### config.mk
export PLATFORM = sky130hd
export DESIGN_NAME = apio_top
export DESIGN_NICKNAME = d
export VERILOG_FILES = /design/src/design/apio_axil_pkg.sv /design/src/design/apio_pkg.sv /design/src/design/apio_axil_regs.sv /design/src/design/apio_gpio.sv /design/src/design/apio_pin_mux.sv /design/src/design/apio_top.sv
export SDC_FILE = /design/constraint.sdc
export NUM_CORES = 1
export LEC_CHECK = 0
export BUFFER_PORTS_ARGS = -buffer_cell sky130_fd_sc_hd__buf_4
export CAP_MARGIN = 20
export CORE_UTILIZATION = 40
export CTS_CLUSTER_DIAMETER = 30
export DETAILED_ROUTE_END_ITERATION = 12
export PLACE_DENSITY = 0.74
export SLEW_MARGIN = 5
export SYNTH_ARGS = -nofsm -noshare
export SYNTH_HDL_FRONTEND = slang
export SYNTH_HIERARCHICAL = 1
export SYNTH_SLANG_ARGS = --single-unit
### constraint.sdc
create_clock -name clk -period 1.7 [get_ports clk]
set_input_delay 0.085 -clock clk [delete_from_list [all_inputs] [get_ports clk]]
set_output_delay 0.085 -clock clk [all_outputs]
set_load 0.05 [all_outputs]
### src/design/apio_axil_pkg.sv
// ********************
// Bus-side types of the adaptable pin block
// AXI4-Lite channel structs, response codes and register map
// ********************

package apio_axil_pkg;

	localparam int addr_w = 8;
	localparam int data_w = 32;

	// Master-driven signals
	typedef struct packed
	{
		// Write address
		logic              awvalid;
		logic [addr_w-1:0] awaddr;
		// Write data
		logic              wvalid;
		logic [data_w-1:0] wdata;
		logic [3:0]        wstrb;
		// Write response
		logic              bready;
		// Read address
		logic              arvalid;
		logic [addr_w-1:0] araddr;
		// Read data
		logic              rready;
	} axil_req_t;

	// Slave-driven signals
	typedef struct packed
	{
		logic              awready;
		logic              wready;
		logic              bvalid;
		logic [1:0]        bresp;
		logic              arready;
		logic              rvalid;
		logic [data_w-1:0] rdata;
		logic [1:0]        rresp;
	} axil_rsp_t;

	localparam logic [1:0] resp_okay   = 2'b00;
	localparam logic [1:0] resp_slverr = 2'b10;

	// ********************
	// Register map
	// ********************
	localparam logic [addr_w-1:0] reg_if_type = 8'h00;

	// Channel n block sits at reg_ch_base + n * reg_ch_stride
	localparam logic [addr_w-1:0] reg_ch_base    = 8'h10;
	localparam logic [addr_w-1:0] reg_ch_stride  = 8'h10;
	localparam logic [addr_w-1:0] reg_oe         = 8'h00;
	localparam logic [addr_w-1:0] reg_out        = 8'h04;
	localparam logic [addr_w-1:0] reg_in         = 8'h08;
	localparam logic [addr_w-1:0] reg_irq_status = 8'h0C;

	// Interrupt enables, one word per channel, enable in bit 0
	localparam logic [addr_w-1:0] reg_irq_en_base   = 8'h30;
	localparam logic [addr_w-1:0] reg_irq_en_stride = 8'h04;

endpackage

### src/design/apio_pkg.sv
// ********************
// Pin-side types of the adaptable pin block
// Pads, function select, serial lines and GPIO channel structs
// ********************

package apio_pkg;

	// Physical pads in the block
	localparam int num_pads = 2;

	// Function that owns both pads
	typedef enum logic [1:0]
	{
		aioif_gpio = 2'd0,
		aioif_spi  = 2'd1,
		aioif_uart = 2'd2,
		aioif_i2c  = 2'd3
	} aioif_type_e;

	// Drive side of the pad set
	typedef struct packed
	{
		logic [num_pads-1:0] oe;
		logic [num_pads-1:0] out;
	} pad_out_t;

	// Lines driven by the external serial controllers
	typedef struct packed
	{
		logic spi_mosi;
		logic uart_tx;
		// I2C lines are open drain, t releases the line
		logic i2c_scl_o;
		logic i2c_scl_t;
		logic i2c_sda_o;
		logic i2c_sda_t;
	} serial_out_t;

	// Lines returned to the external serial controllers
	typedef struct packed
	{
		logic spi_miso;
		logic uart_rx;
		logic i2c_scl_i;
		logic i2c_sda_i;
	} serial_in_t;

	// Register view of one GPIO channel, irq_clear is a single-cycle pulse
	typedef struct packed
	{
		logic oe;
		logic out_val;
		logic irq_en;
		logic irq_clear;
	} gpio_cfg_t;

	// Channel status read back by the registers
	typedef struct packed
	{
		logic in_val;
		logic irq_pending;
	} gpio_stat_t;

endpackage

### src/design/apio_axil_regs.sv
// ********************
// AXI4-Lite register block of the pin block
// Holds the function select and the GPIO channel controls
// ********************

`timescale 1ns/1ns

module apio_axil_regs
(
	input  logic                     clk,
	input  logic                     rst_n,
	input  apio_axil_pkg::axil_req_t axil_req,
	output apio_axil_pkg::axil_rsp_t axil_rsp,
	output apio_pkg::aioif_type_e    if_type,
	output apio_pkg::gpio_cfg_t      gpio_cfg [apio_pkg::num_pads],
	input  apio_pkg::gpio_stat_t     gpio_stat [apio_pkg::num_pads]
);

	import apio_pkg::*;
	import apio_axil_pkg::*;

	// Address of a register inside the block of channel ch
	function automatic logic [addr_w-1:0] ch_addr(input int unsigned ch,
		input logic [addr_w-1:0] ofs);
		return addr_w'(reg_ch_base + reg_ch_stride * ch) + ofs;
	endfunction

	// Address of the interrupt enable word of channel ch
	function automatic logic [addr_w-1:0] en_addr(input int unsigned ch);
		return addr_w'(reg_irq_en_base + reg_irq_en_stride * ch);
	endfunction

	// Control registers
	aioif_type_e         if_type_q;
	logic [num_pads-1:0] oe_q;
	logic [num_pads-1:0] out_q;
	logic [num_pads-1:0] irq_en_q;
	logic [num_pads-1:0] irq_clr_q;

	// Handshake state and response payload
	logic                awready_q;
	logic                bvalid_q;
	logic [1:0]          bresp_q;
	logic                arready_q;
	logic                rvalid_q;
	logic [data_w-1:0]   rdata_q;
	logic [1:0]          rresp_q;

	// Address decode
	logic                wr_fire;
	logic                rd_fire;
	logic                wr_hit;
	logic                wr_if;
	logic [num_pads-1:0] wr_oe;
	logic [num_pads-1:0] wr_out;
	logic [num_pads-1:0] wr_sts;
	logic [num_pads-1:0] wr_en;
	logic                rd_hit;
	logic [data_w-1:0]   rd_data;

	assign wr_fire = awready_q && axil_req.awvalid && axil_req.wvalid;
	assign rd_fire = arready_q && axil_req.arvalid;

	// ********************
	// Decode
	// ********************
	always_comb
	begin
		wr_if = (axil_req.awaddr == reg_if_type);
		for (int n = 0; n < num_pads; n++)
		begin
			wr_oe[n]  = (axil_req.awaddr == ch_addr(n, reg_oe));
			wr_out[n] = (axil_req.awaddr == ch_addr(n, reg_out));
			wr_sts[n] = (axil_req.awaddr == ch_addr(n, reg_irq_status));
			wr_en[n]  = (axil_req.awaddr == en_addr(n));
		end
		// reg_in is read only and answers a write with an error
		wr_hit = wr_if || (|wr_oe) || (|wr_out) || (|wr_sts) || (|wr_en);
	end

	always_comb
	begin
		rd_hit  = (axil_req.araddr == reg_if_type);
		rd_data = rd_hit ? data_w'(if_type_q) : '0;
		for (int n = 0; n < num_pads; n++)
		begin
			if (axil_req.araddr == ch_addr(n, reg_oe))
			begin
				rd_hit     = 1'b1;
				rd_data[0] = oe_q[n];
			end
			if (axil_req.araddr == ch_addr(n, reg_out))
			begin
				rd_hit     = 1'b1;
				rd_data[0] = out_q[n];
			end
			if (axil_req.araddr == ch_addr(n, reg_in))
			begin
				rd_hit     = 1'b1;
				rd_data[0] = gpio_stat[n].in_val;
			end
			if (axil_req.araddr == ch_addr(n, reg_irq_status))
			begin
				rd_hit     = 1'b1;
				rd_data[0] = gpio_stat[n].irq_pending;
			end
			if (axil_req.araddr == en_addr(n))
			begin
				rd_hit     = 1'b1;
				rd_data[0] = irq_en_q[n];
			end
		end
	end

	// ********************
	// Handshake and registers
	// ********************
	always_ff @(posedge clk)
	begin
		if (!rst_n)
		begin
			awready_q <= 1'b0;
			bvalid_q  <= 1'b0;
			arready_q <= 1'b0;
			rvalid_q  <= 1'b0;
			if_type_q <= aioif_gpio;
			oe_q      <= '0;
			out_q     <= '0;
			irq_en_q  <= '0;
			irq_clr_q <= '0;
		end
		else
		begin
			// One ready cycle per request, none while a response waits
			awready_q <= axil_req.awvalid && axil_req.wvalid && !awready_q && !bvalid_q;
			arready_q <= axil_req.arvalid && !arready_q && !rvalid_q;
			irq_clr_q <= '0;

			if (wr_fire)
				bvalid_q <= 1'b1;
			else if (axil_req.bready)
				bvalid_q <= 1'b0;

			if (rd_fire)
				rvalid_q <= 1'b1;
			else if (axil_req.rready)
				rvalid_q <= 1'b0;

			if (wr_fire && axil_req.wstrb[0])
			begin
				if (wr_if)
					if_type_q <= aioif_type_e'(axil_req.wdata[1:0]);
				for (int n = 0; n < num_pads; n++)
				begin
					if (wr_oe[n])
						oe_q[n] <= axil_req.wdata[0];
					if (wr_out[n])
						out_q[n] <= axil_req.wdata[0];
					if (wr_en[n])
						irq_en_q[n] <= axil_req.wdata[0];
					// Write one to clear
					if (wr_sts[n])
						irq_clr_q[n] <= axil_req.wdata[0];
				end
			end
		end
	end

	always_ff @(posedge clk)
	begin
		if (wr_fire)
			bresp_q <= wr_hit ? resp_okay : resp_slverr;
		if (rd_fire)
		begin
			rresp_q <= rd_hit ? resp_okay : resp_slverr;
			rdata_q <= rd_data;
		end
	end

	// Outputs
	always_comb
	begin
		axil_rsp.awready = awready_q;
		axil_rsp.wready  = awready_q;
		axil_rsp.bvalid  = bvalid_q;
		axil_rsp.bresp   = bresp_q;
		axil_rsp.arready = arready_q;
		axil_rsp.rvalid  = rvalid_q;
		axil_rsp.rdata   = rdata_q;
		axil_rsp.rresp   = rresp_q;
		for (int n = 0; n < num_pads; n++)
		begin
			gpio_cfg[n].oe        = oe_q[n];
			gpio_cfg[n].out_val   = out_q[n];
			gpio_cfg[n].irq_en    = irq_en_q[n];
			gpio_cfg[n].irq_clear = irq_clr_q[n];
		end
	end

	assign if_type = if_type_q;

endmodule

### src/design/apio_gpio.sv
// ********************
// One GPIO channel
// Synchronizes its pad, samples it on a tick and flags changes
// ********************

`timescale 1ns/1ns

module apio_gpio
#(
	parameter int tick_period = 8
)
(
	input  logic                 clk,
	input  logic                 rst_n,
	input  apio_pkg::gpio_cfg_t  cfg,
	output apio_pkg::gpio_stat_t stat,
	output logic                 pad_oe,
	output logic                 pad_out,
	input  logic                 pad_in,
	output logic                 irq
);

	localparam int cnt_w = (tick_period > 1) ? $clog2(tick_period) : 1;

	logic [cnt_w-1:0] tick_cnt;
	logic             tick;
	logic [1:0]       sync_q;
	logic             sample_q;
	logic             pending_q;

	// Free-running sample tick
	assign tick = (tick_cnt == cnt_w'(tick_period - 1));

	always_ff @(posedge clk)
	begin
		if (!rst_n)
			tick_cnt <= '0;
		else if (tick)
			tick_cnt <= '0;
		else
			tick_cnt <= tick_cnt + 1'b1;
	end

	// ********************
	// Input path
	// ********************
	always_ff @(posedge clk)
	begin
		if (!rst_n)
		begin
			sync_q    <= '0;
			sample_q  <= 1'b0;
			pending_q <= 1'b0;
		end
		else
		begin
			sync_q <= {sync_q[0], pad_in};
			if (tick)
				sample_q <= sync_q[1];

			// Clear has priority over a change seen on the same tick
			if (cfg.irq_clear)
				pending_q <= 1'b0;
			else if (tick && (sync_q[1] != sample_q))
				pending_q <= 1'b1;
		end
	end

	assign stat.in_val      = sample_q;
	assign stat.irq_pending = pending_q;
	assign irq              = pending_q && cfg.irq_en;

	// Output request straight from the registers
	assign pad_oe  = cfg.oe;
	assign pad_out = cfg.out_val;

endmodule

### src/design/apio_pin_mux.sv
// ********************
// Pad multiplexer
// Routes both pads to the selected function
// ********************

`timescale 1ns/1ns

module apio_pin_mux
(
	input  apio_pkg::aioif_type_e          if_type,
	input  logic [apio_pkg::num_pads-1:0]  gpio_oe,
	input  logic [apio_pkg::num_pads-1:0]  gpio_out,
	output logic [apio_pkg::num_pads-1:0]  gpio_in,
	input  apio_pkg::serial_out_t          ser_out,
	output apio_pkg::serial_in_t           ser_in,
	output apio_pkg::pad_out_t             pads,
	input  logic [apio_pkg::num_pads-1:0]  pad_in
);

	import apio_pkg::*;

	always_comb
	begin
		// Unselected inputs read zero and idle pads float
		pads    = '0;
		gpio_in = '0;
		ser_in  = '0;

		case (if_type)
			aioif_gpio:
			begin
				pads.oe  = gpio_oe;
				pads.out = gpio_out;
				gpio_in  = pad_in;
			end

			// Pad 0 drives and pad 1 listens
			aioif_spi:
			begin
				pads.oe[0]      = 1'b1;
				pads.out[0]     = ser_out.spi_mosi;
				ser_in.spi_miso = pad_in[1];
			end

			aioif_uart:
			begin
				pads.oe[0]     = 1'b1;
				pads.out[0]    = ser_out.uart_tx;
				ser_in.uart_rx = pad_in[1];
			end

			// SCL on pad 0, SDA on pad 1, open drain
			aioif_i2c:
			begin
				pads.oe[0]       = ~ser_out.i2c_scl_t;
				pads.out[0]      = ser_out.i2c_scl_o;
				ser_in.i2c_scl_i = pad_in[0];
				pads.oe[1]       = ~ser_out.i2c_sda_t;
				pads.out[1]      = ser_out.i2c_sda_o;
				ser_in.i2c_sda_i = pad_in[1];
			end

			default:
			begin
				pads = '0;
			end
		endcase
	end

endmodule

### src/design/apio_top.sv
// ********************
// Adaptable pin block top
// Register block, two GPIO channels and the pad multiplexer
// ********************

`timescale 1ns/1ns

module apio_top
#(
	parameter int tick_period = 8
)
(
	input  logic                          clk,
	input  logic                          rst_n,
	input  apio_axil_pkg::axil_req_t      axil_req,
	output apio_axil_pkg::axil_rsp_t      axil_rsp,
	input  apio_pkg::serial_out_t         ser_out,
	output apio_pkg::serial_in_t          ser_in,
	output apio_pkg::pad_out_t            pads,
	input  logic [apio_pkg::num_pads-1:0] pad_in,
	output logic [apio_pkg::num_pads-1:0] gpio_irq
);

	import apio_pkg::*;

	aioif_type_e         if_type;
	gpio_cfg_t           gpio_cfg  [num_pads];
	gpio_stat_t          gpio_stat [num_pads];
	logic [num_pads-1:0] gpio_oe;
	logic [num_pads-1:0] gpio_out;
	logic [num_pads-1:0] gpio_in;

	// ********************
	// Registers
	// ********************
	apio_axil_regs u_regs
	(
		.clk       (clk),
		.rst_n     (rst_n),
		.axil_req  (axil_req),
		.axil_rsp  (axil_rsp),
		.if_type   (if_type),
		.gpio_cfg  (gpio_cfg),
		.gpio_stat (gpio_stat)
	);

	// One channel per pad
	generate
		for (genvar i = 0; i < num_pads; i++)
		begin : g_gpio
			apio_gpio
			#(
				.tick_period (tick_period)
			)
			u_gpio
			(
				.clk     (clk),
				.rst_n   (rst_n),
				.cfg     (gpio_cfg[i]),
				.stat    (gpio_stat[i]),
				.pad_oe  (gpio_oe[i]),
				.pad_out (gpio_out[i]),
				.pad_in  (gpio_in[i]),
				.irq     (gpio_irq[i])
			);
		end
	endgenerate

	// ********************
	// Pad routing
	// ********************
	apio_pin_mux u_pin_mux
	(
		.if_type  (if_type),
		.gpio_oe  (gpio_oe),
		.gpio_out (gpio_out),
		.gpio_in  (gpio_in),
		.ser_out  (ser_out),
		.ser_in   (ser_in),
		.pads     (pads),
		.pad_in   (pad_in)
	);

endmodule

After elaboration in Yosys (flattened, before gate mapping)

Cells that the tools add are included.

$add $sub $neg: 2
Eq/ne operators: 25
Multiplexer cells: 34
Bitwise logic cells: 3
Reductions and logical operators: 45

Operator list:

| kind                                                | count |
|---|---|
| equality test 8 x 6 -> 1 bit, second input constant | 11 |
| equality test 8 x 5 -> 1 bit, second input constant | 7 |
| 2-to-1 mux 1 bit                                    | 27 |
| OR reduction 2 bit                                  | 9 |
| logical NOT 8 bit                                   | 2 |
| AND reduction 2 bit                                 | 8 |
| logical AND 1 bit                                   | 13 |
| adder 3 x 1 -> 3 bit, second input constant         | 2 |
| equality test 3 bit, second input constant          | 2 |
| 2-to-1 mux 2 bit                                    | 3 |
| AND reduction 3 bit                                 | 2 |
| equality test 2 bit, second input constant          | 2 |
| logical NOT 1 bit                                   | 4 |
| logical OR 1 bit                                    | 4 |
| case mux 1 bit (2 select lines)                     | 2 |
| case mux 1 bit (4 select lines)                     | 1 |
| nonzero test 2 bit                                  | 2 |
| inverter 1 bit                                      | 3 |
| case mux 1 bit (3 select lines)                     | 1 |
| equality test 2 x 1 -> 1 bit, second input constant | 1 |
| logical NOT 2 bit                                   | 1 |
| != test 1 bit                                       | 2 |

Flip-flop bits (word level): 64
Output and inout port bits: 51
Word-level logic and storage cells: 136

Depth between registers and ports, before layout

Depth in word-level cells: 12
Gate-level depth with buffers: 5

Modules after synthesis

Netlist, hierarchy kept.

By module, submodules not included:

| module         | instances | cells each | area each (sq um) |
|---|---|---|---|
| apio_axil_regs | 1         | 151        | 1333.8 |
| apio_gpio      | 2         | 25         | 286.5 |
| apio_pin_mux   | 1         | 24         | 178.9 |

Worst setup path after synthesis

Ideal clock, no wire load.

Path type: register to output
Start point: register u_regs.if_type_q[0], in the netlist u_regs/if_type[0]
End point: output pads[3] (netlist name)
Data arrival time: 1.531 ns
Data required time: 1.615 ns
Path slack: 0.084 ns
Cell stages (with the launch flop): 4
Cell sequence: dfxtp_1 -> inv_1 -> ha_1 -> a21oi_1

RTL lines:

| element                  | RTL line              | RTL |
|---|---|---|
| start: declaration       | apio_axil_regs.sv:34  | `aioif_type_e if_type_q;` |
| start signal: assignment | apio_axil_regs.sv:126 | `if_type_q <= aioif_gpio;` |
| start signal: assignment | apio_axil_regs.sv:152 | `if_type_q <= aioif_type_e'(axil_req.wdata[1:0]);` |
| end: declaration         | apio_top.sv:19        | `output apio_pkg::pad_out_t pads,` |

==> out/qor.yml <==
vias: 1597
antenna_found_initial: 0
io_pins: 118
critPathLaunchType: "flip-flop"
switching_share_pct: 29.4
netlist.area_leader.share_pct: 26.9
synthTopCellsByCount: "buf_4 (46), dfxtp_1 (28), and2_1 (14), nand2_1 (13), mux2i_1 (10)"
hold_viol: 0
status: "completed"
cts.sink_count: 32
finalInstanceArea_um2: 2430
path_class: "flip-flop to output pin"
globalRouteTotalUtil_pct: 14.3
reg2reg_depth: 5
synth_edf_count: 4
r2r_end: "u_regs/rdata_q[0]$_DFFE_PP_"
cellPowerDensity_nw_per_um2: 728
clock_latency_ns: 0.28
clkPwrFrac_pct: 35.2
critPathLaunch: "u_regs/if_type[1]$_SDFFE_PN0P_"
hold_buffers: 0
nets: 343
place_congestion: 0.804
grt_max_degree: 31
syn_to_final_growth_pct: 16.7
postSynthCellCount: 225
critPathMaxFanout: 5
drive_above_1_share_pct: 29.1
portBuffers: 52
placedInstanceArea_um2: 2320
final_cells: 335
vias_per_cell: 4.77
drc_errors: 0
yosys-mux-area-fraction_pct: 4.80
htreeDepth: 2
synth_fa_ha_area_share_pct: 5.40
skew_ns: 0.00236
finalSetupTns_ns: 0
rows: 25
diodes: 0
yosysWarnings: 6
die_h_um: 74.2
whs_ns: 0.0759
ys_seq_area_share_pct: 32.6
synth_most_common_cell: "buf_4"
syn_area_per_cell_um2: 9.27
synthXorXnorAreaFrac_pct: 0.840
drt-pass1-iter-count: 4
clk_pin_slew_ns: 0.06
finish.utilization_pct: 49.9
dpl.cell_count: 326
p_comb_share_pct: 20.1
fmax_mhz: 608
p_leak_nw: 1.08
place_hpwl_mm: 2.94
synthFlopType: "dfxtp_1"
synth_area_leaders: "dfxtp_1 (27%), buf_4 (17%), edfxtp_1 (5.8%)"
synth_area_leader_cell: "dfxtp_1"
synth_seq_cells: 32
seqPwrFrac_pct: 44.8
arrival_ns: 1.56
finalCriticalPeriod_ns: 1.64
cts_inserted_buffers: 5
grt_pass1_wl_mm: 5.98
synth-compound-area-share_pct: 8.10
synth_area_um2: 2090
drv_cap: 0
setup.worst_path.end: "pads[2]"
antenna_left: 0
die_area_um2: 5510
hp-class: "primary input to flip-flop"
synthSimpleGateAreaFrac_pct: 29.4
clock_path_buffers: 2
start_util_pct: 42.7
cts_root_buf: "clkbuf_8"
net-switching-power_uw: 521
overflow: 0
fin_crit_sh_pct: 96.7
required_ns: 1.62
core_area_um2: 4880
synth.distinct_cells: 51
wirelength_mm: 3.83
crit_path_end_kind: "output pin"
intPower_mw: 1.25
dr.first_iter.drc_count: 92
ir_drop_mv: 0.402
synthArstFlopShare_pct: 0
cts_tree: "yes"
grt_pass1_vias: 1382
setup_violations: 0
die-width_um: 74.2
wl_per_cell_um: 11.4
final_max_slew_viol_count: 0
reg2reg_slack_ns: 0.27
nFillCells: 488
synth_top_family_by_area: "simple AND/OR/NAND/NOR gates"
r2r-start: "u_regs/if_type[0]$_SDFFE_PN0P_"
[power by group through the flow]
stage	registers (mW)	clock network, mW	logic (mW)
after floorplan	0.815	0	0.311
after global placement	0.812	0	0.351
after detailed placement	0.812	0	0.355
after CTS	0.796	0.639	0.356
after global routing	0.797	0.677	0.381
final	0.794	0.624	0.356
[kinds of logic after synthesis]
| logic type | count (synthesis) |
|---|---|
| simple gates | 92 |
| fa+ha+maj | 9 |
| buf+inv | 57 |
| compound gates | 22 |
| other cells | 1 |
| flops | 32 |
| mux | 10 |
| xor+xnor | 2 |
[stage by stage]
step,setup slack [ns],power [mW]
after floorplan,0.0836,1.13
after global placement,0.277,1.16
after detailed placement,0.266,1.17
after CTS,0.0450,1.79
after global routing,-0.00112,1.85
final,0.0559,1.77
[area by class of cell]
class	count	area, um2	share of cell area [%]
Timing Repair Buffer	53	398	16.3
Clock buffer	8	100	4.11
Tap cell	67	83.8	3.44
Sequential cell	32	686	28.2
Multi-Input combinational cell	167	1140	46.7
Inverter	8	30.0	1.23
[layer usage]
metal | global-route usage [%] | wire, um
met1 | 17.8 | 1630
met2 | 23.4 | 1870
met3 | 4.34 | 292
met4 | 5.03 | 46
met5 | 0 | 0
[worst min path at each step]
stage,startpoint,slack [ns],depth (start not counted),end
floorplan,rst_n,0.21,1,g_gpio[0].u_gpio/sync_q[0]$_SDFF_PN0_
global placement,axil_req[10],0.36,3,u_regs/bvalid_q$_SDFFE_PN0P_
detailed placement,axil_req[10],0.36,3,u_regs/bvalid_q$_SDFFE_PN0P_
CTS,axil_req[10],0.07,3,u_regs/bvalid_q$_SDFFE_PN0P_
global route,axil_req[9],0.07,2,u_regs/arready_q$_SDFF_PN0_
finish,axil_req[10],0.08,3,u_regs/bvalid_q$_SDFFE_PN0P_
[critical path: stages, from the launching register on]
cell and delay [ns]:
dfxtp_2 0.38, inv_1 0.09, ha_1 0.32, o31a_1 0.30
buf_4 0.19
[registers in the layout, indices dropped and copies added, names as in the netlist]
name                     cells
g_gpio.u_gpio/tick_cnt       6
g_gpio.u_gpio/sync_q         4
g_gpio.u_gpio/pending_q      2
g_gpio.u_gpio/sample_q       2
u_regs/if_type               2
u_regs/irq_clr_q             2
u_regs/irq_en_q              2
u_regs/oe_q                  2
u_regs/out_q                 2
u_regs/rdata_q               2
u_regs/arready_q             1
u_regs/awready_q             1
u_regs/bresp_q               1
u_regs/bvalid_q              1
u_regs/rresp_q               1
u_regs/rvalid_q              1
[cells in the final DEF (no fill, tap or decap), types with 5 or more instances in the layout]
master	synthesis	layout
buf_4	46	53
conb_1	1	32
dfxtp_1	28	26
and2_1	14	14
nand2_1	13	13
mux2i_1	10	10
nor2_1	8	8
clkbuf_8	0	7
nor2b_1	7	7
ha_1	9	7
inv_1	7	7
nor3b_1	5	5
nand3_1	5	5
o211ai_1	5	5
[timing repair]
| action | in CTS | in global routing |
|---|---|---|
| gates resized for setup | 2 | 3 |
| pin swaps | 0 | 1 |
| setup buffers | 0 | 1 |
| endpoints found under the setup margin | 2 | 2 |
| gates cloned | 0 | 0 |
Power figures use the tool's default switching activity.
